$ cat config.mk
export PLATFORM = sky130hd
export DESIGN_NAME = lcd_panel_top
export DESIGN_NICKNAME = d
export VERILOG_FILES = /design/src/verilog/lcd_pkg.sv /design/src/verilog/lcd_panel_top.sv /design/src/verilog/overlay_select.sv /design/src/verilog/window_decode.sv /design/src/verilog/scan_timing.sv
export SDC_FILE = /design/constraint.sdc
export NUM_CORES = 1
export LEC_CHECK = 0
export BUFFER_PORTS_ARGS = -buffer_cell sky130_fd_sc_hd__buf_4
export CORE_MARGIN = 2
export CORE_UTILIZATION = 60
export DETAILED_ROUTE_END_ITERATION = 7
export GPL_ROUTABILITY_DRIVEN = 0
export HOLD_SLACK_MARGIN = 0.1
export PLACE_DENSITY_LB_ADDON = 0.08
export SETUP_SLACK_MARGIN = 0.5
export SYNTH_ARGS = -nofsm -noshare
export SYNTH_HDL_FRONTEND = slang
export SYNTH_SLANG_ARGS = --single-unit
$ cat constraint.sdc
create_clock -name clk -period 6.9 [get_ports clk]
set_input_delay 1.38 -clock clk [delete_from_list [all_inputs] [get_ports clk]]
set_output_delay 1.38 -clock clk [all_outputs]
set_load 0.005 [all_outputs]
$ cat src/verilog/lcd_pkg.sv
package lcd_pkg;

	// 800x480 panel timing, in clocks and lines
	localparam int H_SYNC  = 2;
	localparam int H_BACK  = 44;
	localparam int H_DISP  = 800;
	localparam int H_TOTAL = 1056;

	localparam int V_SYNC  = 2;
	localparam int V_BACK  = 22;
	localparam int V_DISP  = 480;
	localparam int V_TOTAL = 524;

	localparam int H_ACT_START = H_SYNC + H_BACK;   // first active column
	localparam int V_ACT_START = V_SYNC + V_BACK;   // first active line

	localparam int N_WINDOWS = 8;
	localparam int WIN_ID_W  = 3;

	typedef logic [10:0] coord_t;
	typedef logic [23:0] pixel_t;
	typedef logic [WIN_ID_W-1:0] win_id_t;
	typedef logic [N_WINDOWS-1:0] window_mask_t;

	typedef struct packed {
		coord_t h;
		coord_t v;
		logic   de;
		logic   hsync;
		logic   vsync;
	} scan_pos_t;

	typedef struct packed {
		coord_t x_start;
		coord_t x_size;
		coord_t y_start;
		coord_t y_size;
	} window_rect_t;

	typedef struct packed {
		logic   hit;
		coord_t local_x;
		coord_t local_y;
	} window_hit_t;

	typedef struct packed {
		logic    hit;
		win_id_t id;
		coord_t  local_x;
		coord_t  local_y;
	} overlay_t;

	// x_start, x_size, y_start, y_size in active-area pixels
	// lower index wins where windows overlap
	localparam window_rect_t WINDOW_TABLE [N_WINDOWS] = '{
		'{11'd0,   11'd640, 11'd0,   11'd480},   // camera view
		'{11'd672, 11'd128, 11'd384, 11'd96},    // thermal inset
		'{11'd648, 11'd144, 11'd0,   11'd16},    // title
		'{11'd648, 11'd48,  11'd60,  11'd16},    // body temp label
		'{11'd648, 11'd48,  11'd90,  11'd16},    // heart rate label
		'{11'd730, 11'd8,   11'd60,  11'd16},    // body temp tens
		'{11'd738, 11'd8,   11'd60,  11'd16},    // body temp units
		'{11'd754, 11'd8,   11'd60,  11'd16}     // body temp decimal
	};

endpackage
$ cat src/verilog/lcd_panel_top.sv
`timescale 1ns/1ps

module lcd_panel_top (
	input  logic                  clk,
	input  logic                  rst_n,
	input  lcd_pkg::pixel_t       data_in,
	output logic                  lcd_clk,
	output logic                  lcd_pwm,
	output logic                  lcd_de,
	output logic                  lcd_blank_n,
	output logic                  lcd_hsync,
	output logic                  lcd_vsync,
	output lcd_pkg::pixel_t       lcd_rgb,
	output lcd_pkg::overlay_t     overlay,
	output lcd_pkg::window_mask_t win_hits
);
	import lcd_pkg::*;

	scan_pos_t   scan_pos;
	window_hit_t hits [N_WINDOWS];

	assign lcd_clk = clk;
	assign lcd_pwm = rst_n;   // backlight on once out of reset

	scan_timing i_scan_timing (
		.clk      (clk),
		.rst_n    (rst_n),
		.scan_pos (scan_pos)
	);

	// one decoder per table entry
	for (genvar gi = 0; gi < N_WINDOWS; gi++)
	begin : g_win
		window_decode #(
			.rect (WINDOW_TABLE[gi])
		) i_window_decode (
			.clk      (clk),
			.rst_n    (rst_n),
			.scan_pos (scan_pos),
			.hit      (hits[gi])
		);
	end

	overlay_select i_overlay_select (
		.clk         (clk),
		.rst_n       (rst_n),
		.scan_pos    (scan_pos),
		.hits        (hits),
		.data_in     (data_in),
		.overlay     (overlay),
		.win_hits    (win_hits),
		.lcd_de      (lcd_de),
		.lcd_blank_n (lcd_blank_n),
		.lcd_hsync   (lcd_hsync),
		.lcd_vsync   (lcd_vsync),
		.lcd_rgb     (lcd_rgb)
	);

endmodule

$ cat src/verilog/overlay_select.sv
`timescale 1ns/1ps

module overlay_select (
	input  logic                  clk,
	input  logic                  rst_n,
	input  lcd_pkg::scan_pos_t    scan_pos,
	input  lcd_pkg::window_hit_t  hits [lcd_pkg::N_WINDOWS],
	input  lcd_pkg::pixel_t       data_in,
	output lcd_pkg::overlay_t     overlay,
	output lcd_pkg::window_mask_t win_hits,
	output logic                  lcd_de,
	output logic                  lcd_blank_n,
	output logic                  lcd_hsync,
	output logic                  lcd_vsync,
	output lcd_pkg::pixel_t       lcd_rgb
);
	import lcd_pkg::*;

	typedef struct packed {
		logic de;
		logic hsync;
		logic vsync;
	} sync_t;

	overlay_t     pick;
	window_mask_t mask;
	sync_t        sync_d1;
	sync_t        sync_d2;
	pixel_t       rgb_q;

	// lowest hitting index wins
	always_comb
	begin
		pick = '0;
		mask = '0;
		for (int i = 0; i < N_WINDOWS; i++)
		begin
			mask[i] = hits[i].hit;
			if (hits[i].hit && !pick.hit)
			begin
				pick.hit     = 1'b1;
				pick.id      = win_id_t'(i);
				pick.local_x = hits[i].local_x;
				pick.local_y = hits[i].local_y;
			end
		end
	end

	always_ff @(posedge clk or negedge rst_n)
	begin
		if (!rst_n)
		begin
			overlay  <= '0;
			win_hits <= '0;
		end
		else
		begin
			overlay  <= pick;
			win_hits <= mask;
		end
	end

	// two stages to match decode plus pick
	always_ff @(posedge clk or negedge rst_n)
	begin
		if (!rst_n)
		begin
			sync_d1 <= '0;
			sync_d2 <= '0;
		end
		else
		begin
			sync_d1.de    <= scan_pos.de;
			sync_d1.hsync <= scan_pos.hsync;
			sync_d1.vsync <= scan_pos.vsync;
			sync_d2       <= sync_d1;
		end
	end

	always_ff @(posedge clk)
	begin
		rgb_q <= data_in;
	end

	assign lcd_de      = sync_d2.de;
	assign lcd_blank_n = sync_d2.de;
	assign lcd_hsync   = sync_d2.hsync;
	assign lcd_vsync   = sync_d2.vsync;
	assign lcd_rgb     = sync_d2.de ? rgb_q : '0;   // black in blanking

endmodule

$ cat src/verilog/window_decode.sv
`timescale 1ns/1ps

module window_decode #(
	parameter lcd_pkg::window_rect_t rect = lcd_pkg::WINDOW_TABLE[0]
) (
	input  logic                 clk,
	input  logic                 rst_n,
	input  lcd_pkg::scan_pos_t   scan_pos,
	output lcd_pkg::window_hit_t hit
);
	import lcd_pkg::*;

	coord_t act_x;
	coord_t act_y;
	coord_t off_x;
	coord_t off_y;
	logic   in_x;
	logic   in_y;
	logic   in_win;

	// position relative to the active area, wraps high in blanking
	assign act_x = scan_pos.h - coord_t'(H_ACT_START);
	assign act_y = scan_pos.v - coord_t'(V_ACT_START);

	assign off_x = act_x - rect.x_start;
	assign off_y = act_y - rect.y_start;

	assign in_x   = (act_x >= rect.x_start) && (off_x < rect.x_size);
	assign in_y   = (act_y >= rect.y_start) && (off_y < rect.y_size);
	assign in_win = in_x && in_y;

	always_ff @(posedge clk or negedge rst_n)
	begin
		if (!rst_n)
		begin
			hit <= '0;
		end
		else
		begin
			hit.hit     <= in_win;
			hit.local_x <= in_win ? off_x : '0;   // zero outside the window
			hit.local_y <= in_win ? off_y : '0;
		end
	end

endmodule

$ cat src/verilog/scan_timing.sv
`timescale 1ns/1ps

module scan_timing (
	input  logic               clk,
	input  logic               rst_n,
	output lcd_pkg::scan_pos_t scan_pos
);
	import lcd_pkg::*;

	coord_t h_cnt;
	coord_t v_cnt;
	logic   h_wrap;
	logic   v_wrap;
	logic   h_act;
	logic   v_act;

	assign h_wrap = (h_cnt == coord_t'(H_TOTAL - 1));
	assign v_wrap = (v_cnt == coord_t'(V_TOTAL - 1));

	// line counter, period of exactly H_TOTAL clocks
	always_ff @(posedge clk or negedge rst_n)
	begin
		if (!rst_n)
		begin
			h_cnt <= '0;
		end
		else if (h_wrap)
		begin
			h_cnt <= '0;
		end
		else
		begin
			h_cnt <= h_cnt + coord_t'(1);
		end
	end

	// frame counter, steps once per line
	always_ff @(posedge clk or negedge rst_n)
	begin
		if (!rst_n)
		begin
			v_cnt <= '0;
		end
		else if (h_wrap)
		begin
			if (v_wrap)
			begin
				v_cnt <= '0;
			end
			else
			begin
				v_cnt <= v_cnt + coord_t'(1);
			end
		end
	end

	assign h_act = (h_cnt >= coord_t'(H_ACT_START)) &&
		(h_cnt < coord_t'(H_ACT_START + H_DISP));
	assign v_act = (v_cnt >= coord_t'(V_ACT_START)) &&
		(v_cnt < coord_t'(V_ACT_START + V_DISP));

	always_comb
	begin
		scan_pos.h     = h_cnt;
		scan_pos.v     = v_cnt;
		scan_pos.de    = h_act && v_act;
		scan_pos.hsync = (h_cnt >= coord_t'(H_SYNC));   // low during sync pulse
		scan_pos.vsync = (v_cnt >= coord_t'(V_SYNC));
	end

endmodule

==> impl_metrics.tcl <==
set metrics [dict create \
    slowest_delay_ns 0.13 \
    wl_per_cell_um 18.6 \
    holdWs_ns 0.347 \
    cp-end-kind "primary output" \
    die_h_um 140 \
    critical-path-top-delay-family "buffers and inverters" \
    path_max_fanout 2 \
    grt_use_total_pct 26.4 \
    dr.pass1.iters 8 \
    worst_slack_ns 1.70 \
    ctsHoldBuffers 0 \
    yosysSeqAreaShare_pct 59.7 \
    clock_latency_ns 0.66 \
    grt_first_pass_wirelength_um 41200 \
    die_area_sq_mm 0.0196 \
    antenna_found_initial 1 \
    r2r_end "g_win[2].i_window_decode.hit[17]" \
    cts_tree "yes" \
    synth_compound_gate_area_share_pct 12.8 \
    violations "DRC" \
    synth_mux_area_share_pct 0.281 \
    hp-start "i_overlay_select.sync_d1[1]" \
    worst_path_most_repeated_cell "clkbuf_16" \
    path_class "clk2out" \
    ys_ff_latch 270 \
    min_path_type "reg2reg" \
    dpl.hpwl_um 16000 \
    cp_cell_sequence "clkbuf_16 > clkbuf_16 > buf_4" \
    crit_path_start_kind "clock port" \
    nets 1179 \
    vdd_ir_drop_max_uv 217 \
    drive_above_1_share_pct 15.6 \
    critPathRequiredTime_ns 5.52 \
    finClkSkew_ns 0.00938 \
    num_rows 49 \
    io_buffers 89 \
    die_x_um 140 \
    synthCells 981 \
    ys.flop_type "dfrtp_1" \
    netlist_area_sq_mm 0.0111 \
    finish.instance_area_sq_mm 0.0132 \
    outcome "complete, but fails checks" \
    relSlewSlack_pct 20.4 \
    cpMaxStageDelayCell "clkbuf_16" \
    rrSetupSlack_ns 2.59 \
    grt_setup_unrepaired "false" \
    power_frac_seq_pct 48.9 \
    avgSynthCellArea_sq_um 11.3 \
    clock_power_share_pct 49.7 \
    switchingPower_uw 666 \
    grt_overflow 0 \
    ff2ff_path_depth 11 \
    min_to "i_overlay_select.lcd_hsync" \
    leakagePower_nw 6.17 \
    slew_viol_final 0 \
    via_per_inst 5.78 \
    wl_um 25500 \
    ios 90 \
    clkTransAtPathRegs_ns 0.06 \
    hold_violations 0 \
    grt_pass1_vias 7844 \
    cts_resized 0 \
    maxCapViolCount 0 \
    post_cts_buffers 0 \
    synth_top_family_by_area "simple AND/OR/NAND/NOR gates" \
    worstMarginPinSlew_ns 1.19 \
    coreArea_sq_mm 0.0181 \
    synth_xor_area_share_pct 3.59 \
    hold_depth 0 \
    final_common_cell "dfrtp_1" \
    synth-edff-count 0 \
    finalPower_mw 3.32 \
    grt_max_degree 166 \
    ys_types 75 \
    place_area_sq_mm 0.0122 \
    crit_buf_inv 3 \
    area_delta_synth_final_pct 18.8 \
    p_sw_share_pct 20.1 \
    synthAdderAreaFrac_pct 3.37 \
    intPower_mw 2.65 \
    setup_viol 0 \
    route.detailed.drc 21 \
    r2r_start "i_scan_timing.h_cnt[1]" \
    start_util_pct 61.5 \
    vias 7937 \
    synthArstFlopShare_pct 91.1 \
    final_cell_mix "dfrtp_1 (246), buf_4 (100), conb_1 (83)" \
    synth-simple-area-share_pct 16.1 \
    drt_iter0_drc 639 \
    fin_setup_tns_ns 0 \
    powerDensity_mw_per_mm2 251 \
    combPwrFrac_pct 1.4 \
    ys_warn_count 0 \
    detail-route-antenna-nets 0 \
    dp_slack_ns 1.96 \
    worst_ep_arrival_time_ns 3.82 \
]
## sequential cells by signal, summed over array words and instances, names as in the netlist
name	count
g_win.i_window_decode.hit	184
i_overlay_select.lcd_blank_n	1
i_overlay_select.lcd_hsync	1
i_overlay_select.lcd_vsync	1
i_overlay_select.overlay	26
i_overlay_select.rgb_q	24
i_overlay_select.sync_d1	3
i_overlay_select.win_hits	8
i_scan_timing.h_cnt	11
i_scan_timing.v_cnt	11
## worst max path at each step
| stage | to | slack (ns) | cells after the start | from |
|---|---|---|---|---|
| 2_1_floorplan | lcd_clk | 1.96 | 1 | clk |
| 3_3_place_gp | lcd_clk | 1.96 | 1 | clk |
| 3_5_place_dp | lcd_clk | 1.96 | 1 | clk |
| 4_1_cts | lcd_clk | 1.70 | 3 | clk |
| 5_1_grt | lcd_clk | 1.70 | 3 | clk |
| 6_report | lcd_clk | 1.70 | 3 | clk |
## logic make-up after synthesis
group,count (synthesis)
AND/OR/NAND/NOR,341
flip-flops,270
AO/OA/AOI/OAI,191
buffers and inverters,101
XOR/XNOR,44
adder cells (fa/ha/maj),30
multiplexers,3
other,1
## layer usage
metal | track usage [%] | up-vias | wire [um]
met5 | 0 | - | 0
met4 | 7.66 | 0 | 569
met3 | 5.30 | 54 | 1970
met2 | 42.0 | 315 | 11800
met1 | 37.6 | 3881 | 11200
li1 | - | 3687 | -
## cell type report
cell class	count	area (sq um)
inverter	27	109
clock inverter	17	234
fill	1269	4870
tap	229	287
antenna	1	2.50
sequential	270	6640
timing repair buffer	101	778
multi-input combinational	692	4350
clock buffer	37	811
## power by group through the flow
| stage | Clock, mW | Sequential (mW) | Combinational (mW) |
|---|---|---|---|
| floorplan | 0.00939 | 1.65 | 0.00469 |
| global placement | 0.00939 | 1.65 | 0.0453 |
| detailed placement | 0.00939 | 1.65 | 0.0459 |
| CTS | 1.68 | 1.62 | 0.0461 |
| global route | 1.74 | 1.62 | 0.0554 |
| finish | 1.65 | 1.62 | 0.0460 |
## metrics by stage
| step | util, % | instances |
|---|---|---|
| 2_1_floorplan | - | 1063 |
| 3_3_place_gp | 67.3 | 1320 |
| 3_5_place_dp | 67.3 | 1320 |
| 4_1_cts | 73.0 | 1373 |
| 5_1_grt | 73.0 | 1374 |
| 6_report | 73.0 | 1374 |
## worst register-to-register path: stages (launching register included)
cell and delay [ns]:
dfrtp_1 0.81, ha_1 0.69, xor2_1 0.54, inv_1 0.23
ha_1 0.29, xnor3_1 0.44, nand2_1 0.08, nor3_1 0.22
o2111ai_1 0.13, buf_4 0.23, nor3_1 0.41, o21a_1 0.19
## cells in the mapped netlist, drive strengths merged (3+ instances only)
master   instances  share of area (%)
o21ai           25                1.1
nand2b           9               0.51
o22ai            5               0.28
a21o             3               0.20
and3            12               0.67
nand3           26                1.2
nor2            69                2.4
or2              3               0.17
xnor2           31                2.4
buf             29                1.6
and4             8               0.63
o31ai            3               0.20
ha              30                3.4
dfxtp           24                4.3
xor2            12               0.94
or3              7               0.44
a21oi           21               0.98
a22oi           46                3.1
clkinv           5               0.21
a211o            3               0.24
nor3            63                3.1
nor4b            3               0.24
and2            30                1.7
a221o           21                1.9
nor3b            4               0.27
nor2b            8               0.45
or4              6               0.47
dfrtp          246                 55
o221ai           3               0.24
nand4            9               0.51
inv             22               0.76
a2111oi          3               0.24
nand2           67                2.3
nor4            11               0.75
o2111ai         25                2.0
a211oi           4               0.31
a31oi           12               0.67
clkbuf          45                1.5
a21boi           3               0.20
Power figures use the tool's default switching activity.
